--- src/io_pkg.sv ---
////////////////////////////////////////////////////////////
// Shared types for the memory-mapped I/O block. Imported
// by every I/O module and by the testbench.
////////////////////////////////////////////////////////////

package io_pkg;

	// Processor bus widths
	parameter int ADDR_W = 32;
	parameter int DATA_W = 32;

	// Seven-segment control after reset
	// Digits 3..0 enabled, decimal points off
	parameter logic [7:0] SEG_CTRL_RESET = 8'h0F;

	////////////////////////////////////////////////////////////
	// Register map, word index inside the 256-byte window
	////////////////////////////////////////////////////////////
	typedef enum logic [3:0] {
		REG_LED      = 4'd0,
		REG_SW       = 4'd1,
		REG_SEG_DATA = 4'd6,
		REG_SEG_CTRL = 4'd7,
		REG_BTN      = 4'd9,
		REG_TIMER    = 4'd12
	} io_reg_e;

	// Request from the memory stage
	typedef struct packed {
		logic [ADDR_W-1:0] addr;
		logic [DATA_W-1:0] wdata;
		logic              wr;
		logic              rd;
	} io_req_t;

	// Decoded command, flags only set inside the window
	typedef struct packed {
		io_reg_e           sel;
		logic              wr;
		logic              rd;
		logic [DATA_W-1:0] data;
	} io_cmd_t;

	// Registered read response
	typedef struct packed {
		logic [DATA_W-1:0] rdata;
		logic              valid;
	} io_rsp_t;

	// Push buttons, MSB first
	typedef struct packed {
		logic up;
		logic right;
		logic down;
		logic left;
		logic centre;
	} btn_t;

endpackage

--- src/io_decode.sv ---
////////////////////////////////////////////////////////////
// Address decoder for the I/O window. Turns a bus request
// into a register command in the same cycle.
////////////////////////////////////////////////////////////
`timescale 1ns/1ps

module io_decode import io_pkg::*; #(
	parameter logic [ADDR_W-1:0] IO_BASE_ADDR = 32'h00007F00
) (
	input  io_req_t req_i,
	output io_cmd_t cmd_o
);

	// 256-byte window, upper bits must match the base
	localparam int WIN_BITS = 8;

	logic in_window;

	////////////////////////////////////////////////////////////
	// Window match
	////////////////////////////////////////////////////////////
	assign in_window = (req_i.addr[ADDR_W-1:WIN_BITS] == IO_BASE_ADDR[ADDR_W-1:WIN_BITS]);

	////////////////////////////////////////////////////////////
	// Command build
	////////////////////////////////////////////////////////////
	always_comb begin
		// Word index, byte offset dropped
		cmd_o.sel  = io_reg_e'(req_i.addr[5:2]);
		// Strobes only count inside the window
		cmd_o.wr   = in_window & req_i.wr;
		cmd_o.rd   = in_window & req_i.rd;
		// Write data goes straight through
		cmd_o.data = req_i.wdata;
	end

endmodule

--- src/io_input_sync.sv ---
////////////////////////////////////////////////////////////
// Two-flop synchronizers for switch and button pins
////////////////////////////////////////////////////////////
`timescale 1ns/1ps

module io_input_sync import io_pkg::*; (
	input  logic        clk,
	input  logic        rst,
	input  logic [15:0] sw_i,
	input  btn_t        btn_i,
	output logic [15:0] sw_o,
	output btn_t        btn_o
);

	// First stage may go metastable
	logic [15:0] sw_meta;
	btn_t        btn_meta;
	// Second stage is safe to use
	logic [15:0] sw_sync;
	btn_t        btn_sync;

	always_ff @(posedge clk) begin
		if (rst) begin
			sw_meta  <= '0;
			btn_meta <= '0;
			sw_sync  <= '0;
			btn_sync <= '0;
		end else begin
			sw_meta  <= sw_i;
			btn_meta <= btn_i;
			sw_sync  <= sw_meta;
			btn_sync <= btn_meta;
		end
	end

	// Pin change visible after two edges
	assign sw_o  = sw_sync;
	assign btn_o = btn_sync;

endmodule

--- src/io_ms_timer.sv ---
////////////////////////////////////////////////////////////
// Free-running millisecond counter with software load
////////////////////////////////////////////////////////////
`timescale 1ns/1ps

module io_ms_timer import io_pkg::*; #(
	parameter int TIMER_CLOCKS_PER_MS = 33333
) (
	input  logic              clk,
	input  logic              rst,
	input  io_cmd_t           cmd_i,
	output logic [DATA_W-1:0] count_o
);

	// Prescaler sized to hold TIMER_CLOCKS_PER_MS-1
	localparam int              PRE_W    = $clog2(TIMER_CLOCKS_PER_MS + 1);
	localparam logic [PRE_W-1:0] PRE_LAST = PRE_W'(TIMER_CLOCKS_PER_MS - 1);

	logic [PRE_W-1:0]  pre_q;
	logic [DATA_W-1:0] count_q;
	logic              load;

	// Software write to the timer word
	assign load = cmd_i.wr && (cmd_i.sel == REG_TIMER);

	always_ff @(posedge clk) begin
		if (rst) begin
			pre_q   <= '0;
			count_q <= '0;
		end else if (load) begin
			// Load wins over a tick in the same cycle
			count_q <= cmd_i.data;
			pre_q   <= '0;
		end else if (pre_q == PRE_LAST) begin
			// One millisecond elapsed
			pre_q   <= '0;
			count_q <= count_q + 1'b1;
		end else begin
			pre_q <= pre_q + 1'b1;
		end
	end

	assign count_o = count_q;

endmodule

--- src/io_out_regs.sv ---
////////////////////////////////////////////////////////////
// Writable output registers, LEDs and seven-segment data
// and control. Values go straight to the output ports.
////////////////////////////////////////////////////////////
`timescale 1ns/1ps

module io_out_regs import io_pkg::*; (
	input  logic        clk,
	input  logic        rst,
	input  io_cmd_t     cmd_i,
	output logic [15:0] led_o,
	output logic [15:0] seg_data_o,
	output logic [7:0]  seg_ctrl_o
);

	logic [15:0] led_q;
	logic [15:0] seg_data_q;
	logic [7:0]  seg_ctrl_q;

	// Per-register write enables
	logic led_we;
	logic seg_data_we;
	logic seg_ctrl_we;

	assign led_we      = cmd_i.wr && (cmd_i.sel == REG_LED);
	assign seg_data_we = cmd_i.wr && (cmd_i.sel == REG_SEG_DATA);
	assign seg_ctrl_we = cmd_i.wr && (cmd_i.sel == REG_SEG_CTRL);

	////////////////////////////////////////////////////////////
	// Registers, low bits of write data only
	////////////////////////////////////////////////////////////
	always_ff @(posedge clk) begin
		if (rst) begin
			led_q      <= '0;
			seg_data_q <= '0;
			// Digits on, decimal points off
			seg_ctrl_q <= SEG_CTRL_RESET;
		end else begin
			if (led_we)
				led_q <= cmd_i.data[15:0];
			if (seg_data_we)
				seg_data_q <= cmd_i.data[15:0];
			// Bits 3..0 digit enable, 7..4 decimal points
			if (seg_ctrl_we)
				seg_ctrl_q <= cmd_i.data[7:0];
		end
	end

	assign led_o      = led_q;
	assign seg_data_o = seg_data_q;
	assign seg_ctrl_o = seg_ctrl_q;

endmodule

--- src/io_read_result.sv ---
////////////////////////////////////////////////////////////
// Registered read mux. Response is valid the cycle after a
// read command, one response per read.
////////////////////////////////////////////////////////////
`timescale 1ns/1ps

module io_read_result import io_pkg::*; (
	input  logic              clk,
	input  logic              rst,
	input  io_cmd_t           cmd_i,
	input  logic [15:0]       led_i,
	input  logic [15:0]       sw_i,
	input  logic [15:0]       seg_data_i,
	input  logic [7:0]        seg_ctrl_i,
	input  btn_t              btn_i,
	input  logic [DATA_W-1:0] timer_i,
	output io_rsp_t           rsp_o
);

	logic [DATA_W-1:0] rd_mux;
	io_rsp_t           rsp_q;

	////////////////////////////////////////////////////////////
	// Select, zero-extended to the bus width
	////////////////////////////////////////////////////////////
	always_comb begin
		case (cmd_i.sel)
			REG_LED:      rd_mux = {{(DATA_W-16){1'b0}}, led_i};
			REG_SW:       rd_mux = {{(DATA_W-16){1'b0}}, sw_i};
			REG_SEG_DATA: rd_mux = {{(DATA_W-16){1'b0}}, seg_data_i};
			REG_SEG_CTRL: rd_mux = {{(DATA_W-8){1'b0}}, seg_ctrl_i};
			REG_BTN:      rd_mux = {{(DATA_W-$bits(btn_t)){1'b0}}, btn_i};
			REG_TIMER:    rd_mux = timer_i;
			// Unmapped words read as zero
			default:      rd_mux = '0;
		endcase
	end

	// Capture on read, value from before the edge
	always_ff @(posedge clk) begin
		if (rst) begin
			rsp_q <= '0;
		end else begin
			rsp_q.valid <= cmd_i.rd;
			if (cmd_i.rd)
				rsp_q.rdata <= rd_mux;
		end
	end

	assign rsp_o = rsp_q;

endmodule

--- src/io_system.sv ---
////////////////////////////////////////////////////////////
// Top of the I/O block. Connect the memory stage request
// and the board pins; set the window base and clock rate.
////////////////////////////////////////////////////////////
`timescale 1ns/1ps

module io_system import io_pkg::*; #(
	parameter logic [ADDR_W-1:0] IO_BASE_ADDR        = 32'h00007F00,
	parameter int                TIMER_CLOCKS_PER_MS = 33333
) (
	input  logic        clk,
	input  logic        rst,
	input  io_req_t     req_i,
	input  logic [15:0] sw_i,
	input  btn_t        btn_i,
	output io_rsp_t     rsp_o,
	output logic [15:0] led_o,
	output logic [16-1:0] seg_data_o,
	output logic [7:0]  seg_ctrl_o
);

	// Decoded command, shared by all devices
	io_cmd_t           cmd;
	// Synchronized pins
	logic [15:0]       sw_sync;
	btn_t              btn_sync;
	// Millisecond count
	logic [DATA_W-1:0] timer_count;

	////////////////////////////////////////////////////////////
	// Decode
	////////////////////////////////////////////////////////////
	io_decode #(
		.IO_BASE_ADDR(IO_BASE_ADDR)
	) u_decode (
		.req_i(req_i),
		.cmd_o(cmd)
	);

	////////////////////////////////////////////////////////////
	// Devices
	////////////////////////////////////////////////////////////
	io_input_sync u_input_sync (
		.clk  (clk),
		.rst  (rst),
		.sw_i (sw_i),
		.btn_i(btn_i),
		.sw_o (sw_sync),
		.btn_o(btn_sync)
	);

	io_ms_timer #(
		.TIMER_CLOCKS_PER_MS(TIMER_CLOCKS_PER_MS)
	) u_ms_timer (
		.clk    (clk),
		.rst    (rst),
		.cmd_i  (cmd),
		.count_o(timer_count)
	);

	io_out_regs u_out_regs (
		.clk       (clk),
		.rst       (rst),
		.cmd_i     (cmd),
		.led_o     (led_o),
		.seg_data_o(seg_data_o),
		.seg_ctrl_o(seg_ctrl_o)
	);

	////////////////////////////////////////////////////////////
	// Result, reads back the live port values
	////////////////////////////////////////////////////////////
	io_read_result u_read_result (
		.clk       (clk),
		.rst       (rst),
		.cmd_i     (cmd),
		.led_i     (led_o),
		.sw_i      (sw_sync),
		.seg_data_i(seg_data_o),
		.seg_ctrl_i(seg_ctrl_o),
		.btn_i     (btn_sync),
		.timer_i   (timer_count),
		.rsp_o     (rsp_o)
	);

endmodule

--- config.mk ---
export PLATFORM = sky130hd
export DESIGN_NAME = io_system
export DESIGN_NICKNAME = d
export VERILOG_FILES = /design/src/io_pkg.sv /design/src/io_decode.sv /design/src/io_input_sync.sv /design/src/io_ms_timer.sv /design/src/io_out_regs.sv /design/src/io_read_result.sv /design/src/io_system.sv
export SDC_FILE = /design/constraint.sdc
export NUM_CORES = 1
export LEC_CHECK = 0
export ABC_AREA = 1
export BUFFER_PORTS_ARGS = -buffer_cell sky130_fd_sc_hd__buf_2
export CAP_MARGIN = 15
export CORE_AREA = 2 2 136 138
export CTS_CLUSTER_DIAMETER = 80
export CTS_CLUSTER_SIZE = 16
export DETAILED_ROUTE_END_ITERATION = 8
export DIE_AREA = 0 0 138 140
export PLACE_DENSITY = 0.8
export SLEW_MARGIN = 20
export SYNTH_ARGS = -nofsm -noshare
export SYNTH_HDL_FRONTEND = slang
export SYNTH_SLANG_ARGS = --single-unit
--- constraint.sdc ---
create_clock -name clk -period 1.46 [get_ports clk]
set_input_delay 0 -clock clk [delete_from_list [all_inputs] [get_ports clk]]
set_output_delay 0 -clock clk [all_outputs]
set_load 0.01 [all_outputs]
==> results of run 1 <==
worst max-delay path, cell delays in order, from the launching register on:
cell,delay [ps]
dfxtp_2,330
inv_2,70
ha_4,150
nand3_4,90
nor2_4,170
nand3_4,160
nand2_4,160
buf_12,160
nor2_1,40
nor2_1,110
nor2_1,70
Yosys cell counts (all sizes together):
library cell    n  area [um^2]
nor2          239          930
or2             1         6.26
xor2           15          131
clkinv          1         5.00
nand2         251          960
ha              3         37.5
buf            26          158
a21oi          64          328
xnor2           3         26.3
o21ai          99          495
clkbuf         26         97.6
nor4            1         6.26
nand3         107          541
nand4          18          113
inv           153          574
dfxtp         163         3260
nor3           10         50.1
nand3b          9         67.6
o22ai          14         87.6
o211ai          1         7.51
what timing repair did:
| action | in CTS | in global routing |
|---|---|---|
| hold buffers | 54 | 0 |
| resized for setup | 78 | 82 |
| setup endpoints to repair | 48 | 48 |
| buffers inserted | 3 | 2 |
| gates cloned | 1 | 3 |
| pin swaps | 13 | 27 |
| hold endpoints to repair | 93 | 0 |
kinds of logic after synthesis:
| family | Yosys count |
|---|---|
| adders and majority gates | 3 |
| DFF | 163 |
| buffers and inverters | 206 |
| xor gates and xnor gates | 18 |
| AOI/OAI and AO/OA | 178 |
| and+or+nand+nor | 636 |
through the flow:
step	hold slack, ps	setup slack (ps)
2_1_floorplan	107	8.08
3_3_place_gp	203	-58.1
3_5_place_dp	207	-141
4_1_cts	39.4	-69.7
5_1_grt	79.3	-263
6_report	46.7	-187
metal layers:
layer	share of wire [%]	up-vias	global-route usage, %
li1	-	4370	-
met1	39	4193	31.3
met2	50	436	44.8
met3	6.7	92	4.10
met4	4.3	0	11.2
met5	0	-	0
state kept, by name, indices dropped and copies added, names as in the netlist:
| name | cells |
|---|---|
| u_read_result.rsp_o | 33 |
| u_ms_timer.count_o | 32 |
| u_input_sync.sw_meta | 16 |
| u_input_sync.sw_o | 16 |
| u_ms_timer.pre_q | 16 |
| u_out_regs.led_o | 16 |
| u_out_regs.seg_data_o | 16 |
| u_out_regs.seg_ctrl_o | 8 |
| u_input_sync.btn_meta | 5 |
| u_input_sync.btn_o | 5 |
path summary, 6_finish.rpt:
path | endpoint
worst max-delay path | u_ms_timer.count_o[3]$_SDFFE_PP0P_
worst min-delay path | u_ms_timer.count_o[25]$_SDFFE_PP0P_
worst max register to register | u_ms_timer.count_o[3]$_SDFFE_PP0P_
worst min register to register | u_input_sync.btn_o[3]$_SDFF_PP0_
cell usage in the layout (no fill, tap or decap), types with 3 or more instances in the layout:
cell type | Yosys | layout
nor2_1 | 230 | 188
xnor2_1 | 3 | 3
buf_2 | 12 | 157
dlygate4sd3_1 | 0 | 54
buf_4 | 2 | 84
nor3_2 | 0 | 4
buf_12 | 0 | 7
buf_6 | 5 | 4
dfxtp_1 | 163 | 137
xor2_1 | 15 | 13
a21oi_2 | 2 | 3
nand3_4 | 0 | 4
nand4_1 | 18 | 18
bufinv_16 | 0 | 4
nand2_1 | 246 | 230
dfxtp_2 | 0 | 21
clkinv_2 | 1 | 4
ha_4 | 0 | 3
o22ai_1 | 14 | 14
inv_1 | 152 | 139
o21ai_0 | 99 | 99
inv_2 | 1 | 13
clkbuf_16 | 0 | 19
nand3_2 | 1 | 7
a21oi_1 | 62 | 61
nor3_1 | 10 | 5
nand2_4 | 1 | 6
inv_6 | 0 | 3
nor2_2 | 7 | 32
nand3_1 | 106 | 96
nand2_2 | 4 | 15
dfxtp_4 | 0 | 5
nand3b_1 | 9 | 9
nor2_4 | 2 | 19
final cells by class:
type                       instances  area, um^2
fill                            1452        6520
multi-input combinational        836        4240
sequential                       163        3310
timing repair buffer             310        2220
inverter                         154         584
clock buffer                      20         447
tap                              229         287
clock inverter                    12         178
antenna                            1        2.50
power by group through the flow:
stage / registers, mW / clock network [mW] / logic (mW)
floorplan: 4.62 / 0 / 0.208
global placement: 4.62 / 0 / 0.433
detailed placement: 4.63 / 0 / 0.443
CTS: 4.53 / 4.83 / 0.573
global route: 4.53 / 5.00 / 0.658
finish: 4.53 / 4.80 / 0.602
==> flow_summary.yaml, run 1 <==
pwr:
  pwr_density_cell_nw_per_um2: 881
  p_seq_share_pct: 45.6
  clkPwrFrac_pct: 48.3
  cellInternalPower_mw: 7.70
  switchingPower_mw: 2.22
  power.share.switching_pct: 22.4
  vdd_drop_max_mv: 0.895
  fin_total_pwr_mw: 9.92
  power_leakage_nw: 4.94
  comb_power_share_pct: 6.1
place:
  dp.cells: 1629
  placement.io_buffers: 157
  postPlaceCellArea_um2: 9490
  dp_hpwl_mm: 16.6
  finalWeightedCongestion: 0.922
global_routing:
  grt_max_degree: 73
  overflow: 0
  grt.total_usage_pct: 25.6
  wire_length_of_the_first_global_routing_pass_mm: 40.9
  initial_antenna_violation_count: 0
  first_global_vias: 8592
finish:
  syn_to_final_growth_pct: 42.9
  postLayoutCoreUtil_pct: 63.3
  design.final.nets: 1574
  final_layout_size_suffix_gt1_share_pct: 28.5
  fin_area_um2: 11300
  final_cells: 1725
flow_run:
  timing.max_cap.violations: 0
die:
  start_util_pct: 44.3
  rows: 49
  die_x_um: 138
  floorplan.io_pins: 162
  chipHeight_um: 140
  core_um2: 17800
  fp.dieArea_um2: 19300
synthesis:
  xor_xnor_share_of_the_synthesized_area_pct: 2.00
  seq_area_frac_synth_pct: 41.4
  yosys_register_bits: 163
  library_cells_used_by_synthesis: 30
  netlist_area_um2: 7880
  synth_warnings: 0
  muxShareOfSynthArea_pct: 0
  yosys.area_share.adder_pct: 0.476
  synth-simple-area-share_pct: 33.9
  synth_top_family_by_area: "simple AND/OR/NAND/NOR gates"
  avgSynthCellArea_um2: 6.55
  synth_instances: 1204
  synth_fp_nets: 1296
  compound_gate_portion_of_the_synthesized_area_pct: 11.6
timing:
  worst-slew-pin-transition_ps: 396
  slew_headroom_pct: 73.5
  setup_viol: 43
  setup_ws_ps: -187
  setup-tns-final_ps: -4440
  timing_max_transition_violations_final: 0
  max_clock_freq_mhz: 607
  final.setup_skew_ps: 11.0
  period_share_pct: 113
  rsz_0062_raised_after_global_routing: "yes"
  layout_min_cycle_time_ps: 1650
  finalHoldViolations: 0
cts:
  tritoncts_num_sinks: 163
  tritoncts.num_buffers: 17
  cts_tree: "yes"
  htree_num_levels: 4
  max-clock-path-buffers: 2
  clock_tree.root_cell: "clkbuf_16"
  cts.clk_slew.worst_paths_ps: 60
  clk_latency_ps: 440
setup_path:
  critical_path.startpoint: "u_ms_timer.pre_q[0]$_SDFF_PP0_"
  cp_data_arrival_time_ps: 1950
  crit_end_category: "flip-flop"
  crit_path_max_fanout: 13
  cp_launch_type: "flip-flop"
  number_of_cell_instances_on_the_worst_register_to_register_path: 10
  regToRegSetupSlack_ps: -190
  worstPathRequired_ps: 1770
  path_class: "reg2reg"
  reg2reg_from: "u_ms_timer.pre_q[0]$_SDFF_PP0_"
routing:
  viasPerCell: 5.27
  routed_wire_length_per_instance_um: 15.4
  vias: 9091
  drt_iter0_markers: 905
  detail_route.drc_violations: 0
  antenna_left: 0
  drt_wl_total_mm: 26.5
  drt_first_pass_iters: 6
hold_path:
  min-delay-start: "req_i[1]"
  hold_path_depth: 5
  hold_path.class: "in2reg"
run_status:
  violations: "setup timing"
  outcome: "complete, but fails checks"
Note: power is estimated with default switching activity, not from simulation.
==> inputs of run 2 (changes only) <==
--- a/config.mk
+++ b/config.mk
@@ -8,12 +8,14 @@
 export ABC_AREA = 1
 export BUFFER_PORTS_ARGS = -buffer_cell sky130_fd_sc_hd__buf_2
 export CAP_MARGIN = 15
-export CORE_AREA = 2 2 136 138
+export CELL_PAD_IN_SITES_DETAIL_PLACEMENT = 1
+export CELL_PAD_IN_SITES_GLOBAL_PLACEMENT = 1
+export CORE_AREA = 2 2 154 156
 export CTS_CLUSTER_DIAMETER = 80
 export CTS_CLUSTER_SIZE = 16
 export DETAILED_ROUTE_END_ITERATION = 8
-export DIE_AREA = 0 0 138 140
-export PLACE_DENSITY = 0.8
+export DIE_AREA = 0 0 156 158
+export PLACE_DENSITY = 0.87
 export SLEW_MARGIN = 20
 export SYNTH_ARGS = -nofsm -noshare
 export SYNTH_HDL_FRONTEND = slang
==> run 2 against run 1 <==
Hold slack worse by 48 ps. Die area increased by 28%. The run ends with hold timing, setup timing left. Sequential power about the same. Register-to-register slack got worse by 420 ps.
==> flow_summary.yaml, run 2 (synthesis gave the netlist of run 1 again) <==
run_status:
  outcome: "complete, but fails checks"
  violations: "hold timing, setup timing"
timing:
  rsz_0062_raised_after_global_routing: "yes"
  hold-worst-slack_ps: -1.73
  max_clock_freq_mhz: 484
  setup_viol: 50
  finalHoldViolations: 1
  final.setup_skew_ps: 26.1
  worst-slew-pin-transition_ps: 689
  layout_min_cycle_time_ps: 2060
  slew_headroom_pct: 53.6
  setup_ws_ps: -605
  period_share_pct: 141
  timing_max_transition_violations_final: 0
cts:
  tritoncts_num_sinks: 163
  tritoncts.num_buffers: 17
  clk_latency_ps: 470
  cts_tree: "yes"
  clock_tree.root_cell: "clkbuf_16"
  htree_num_levels: 4
  cts.clk_slew.worst_paths_ps: 80
  max-clock-path-buffers: 2
pwr:
  power_leakage_nw: 5.25
  pwr_density_cell_nw_per_um2: 844
  p_seq_share_pct: 44.9
  power.share.switching_pct: 28.1
  comb_power_share_pct: 6.9
  clkPwrFrac_pct: 48.2
  cellInternalPower_mw: 7.23
  vdd_drop_max_mv: 0.788
  switchingPower_mw: 2.83
routing:
  drt_iter0_markers: 1135
  routed_wire_length_per_instance_um: 24.8
  antenna_left: 0
  vias: 10800
  drt_first_pass_iters: 7
  drt_wl_total_mm: 45.1
  detail_route.drc_violations: 0
  viasPerCell: 5.91
setup_path:
  regToRegSetupSlack_ps: -600
  crit_end_category: "flip-flop"
  number_of_cell_instances_on_the_worst_register_to_register_path: 11
  crit_path_max_fanout: 3
  crit_reg_reg_endpoint: "u_ms_timer.count_o[15]$_SDFFE_PP0P_"
  reg2reg_from: "u_ms_timer.count_o[1]$_SDFFE_PP0P_"
  cp_data_arrival_time_ps: 2430
  path_class: "reg2reg"
  cp_launch_type: "flip-flop"
  worstPathRequired_ps: 1820
hold_path:
  whs_endpoint: "u_ms_timer.count_o[30]$_SDFFE_PP0P_"
  min-delay-start: "req_i[32]"
  hold_path_depth: 5
  hold_path.class: "in2reg"
place:
  dp_hpwl_mm: 20.9
  placement.io_buffers: 157
  post-place-ws_ps: -218
  finalWeightedCongestion: 0.863
finish:
  layout.cells.most_common: "nand2_1"
  commonest_non_fill_non_tap_cells_in_the_layout: "nand2_1 (209), nor2_1 (182), buf_2 (157)"
  design.final.nets: 1607
  final_layout_size_suffix_gt1_share_pct: 33.4
  postLayoutCoreUtil_pct: 51.7
  largest_register_ff_count: 33
  syn_to_final_growth_pct: 51.1
global_routing:
  overflow: 0
  wire_length_of_the_first_global_routing_pass_mm: 58.4
  initial_antenna_violation_count: 1
  grt_max_degree: 46
  first_global_vias: 10900
  grt.total_usage_pct: 30.6
die:
  die_x_um: 156
  chipHeight_um: 158
  start_util_pct: 34.2
  rows: 56
  core_um2: 23100
  floorplan.io_pins: 162
  fp.dieArea_um2: 24600
flow_run:
  timing.max_cap.violations: 0
[run 2: cell count changes in the layout (fill, tap and decap cells not counted), moves of 6 or more]
cell     previous run  this run
nand2_1           230       209
buf_6               4        24
nand2_2            15        28
buf_4              84        96
nand2_4             6        15
nand3_1            96        87
nor2_1            188       182
[run 2: worst max-delay path: stages, from the launching register on]
cell     delay, ps
dfxtp_4        380
buf_6          110
nand2_2         90
nor2_4         140
buf_4          140
nand2_4         70
nor2_4         190
xor2_2         380
nand3_1        130
nand2_1         80
nand2_1         60
nand2_1        190
[run 2: area by class of cell]
type / instances / area, um^2
Antenna cell: 1 / 2.50
Multi-Input combinational cell: 836 / 4470
Sequential cell: 163 / 3320
Timing Repair Buffer: 343 / 2570
Tap cell: 290 / 363
Clock buffer: 17 / 425
Fill cell: 2886 / 11100
Inverter: 154 / 584
Clock inverter: 15 / 173
[run 2: how the worst max path moves through the flow]
| stage | startpoint | to |
|---|---|---|
| floorplan | u_ms_timer.pre_q[0]$_SDFF_PP0_ | u_ms_timer.count_o[2]$_SDFFE_PP0P_ |
| global placement | req_i[54] | u_out_regs.seg_ctrl_o[7]$_SDFFE_PP0P_ |
| detailed placement | req_i[49] | u_out_regs.seg_ctrl_o[4]$_SDFFE_PP0P_ |
| CTS | u_ms_timer.count_o[1]$_SDFFE_PP0P_ | u_ms_timer.count_o[18]$_SDFFE_PP0P_ |
| global route | u_ms_timer.count_o[0]$_SDFFE_PP0P_ | u_ms_timer.count_o[12]$_SDFFE_PP0P_ |
| finish | u_ms_timer.count_o[1]$_SDFFE_PP0P_ | u_ms_timer.count_o[15]$_SDFFE_PP0P_ |
[run 2: power groups by stage]
stage	registers, mW	clock network [mW]	logic, mW
2_1_floorplan	4.62	0	0.208
3_3_place_gp	4.62	0	0.443
3_5_place_dp	4.63	0	0.464
4_1_cts	4.53	4.60	0.611
5_1_grt	4.52	5.03	0.732
6_report	4.52	4.85	0.693
[run 2: routing by layer]
layer,track usage (%),share of wire [%]
met5,0,0.018
met4,22.2,9.3
met3,7.06,8.2
met2,54.4,48
met1,31.9,35
[run 2: through the flow]
| step | hold WS, ps | std cells | power (mW) | TNS (ps) | area (um^2) |
|---|---|---|---|---|---|
| after global routing | 11.2 | 1818 | 10.3 | -14620 | 11900 |
| after global placement | 201 | 1708 | 5.07 | -2220 | 9690 |
| after detailed placement | 208 | 1708 | 5.09 | -6680 | 9690 |
| final | -1.73 | 1819 | 10.1 | -11910 | 11900 |
| after floorplan | 107 | 1204 | 4.83 | 0 | 7910 |
| after CTS | 5.13 | 1806 | 9.73 | -2350 | 11400 |
[run 2: timing repair]
item                       4_1_cts  5_1_grt
hold buffers                    53        0
pin swaps                       41       43
cloned                           3        0
buffers inserted                11       16
hold endpoints to repair        84        0
gates resized for setup        124      134
setup endpoints to repair       48       53
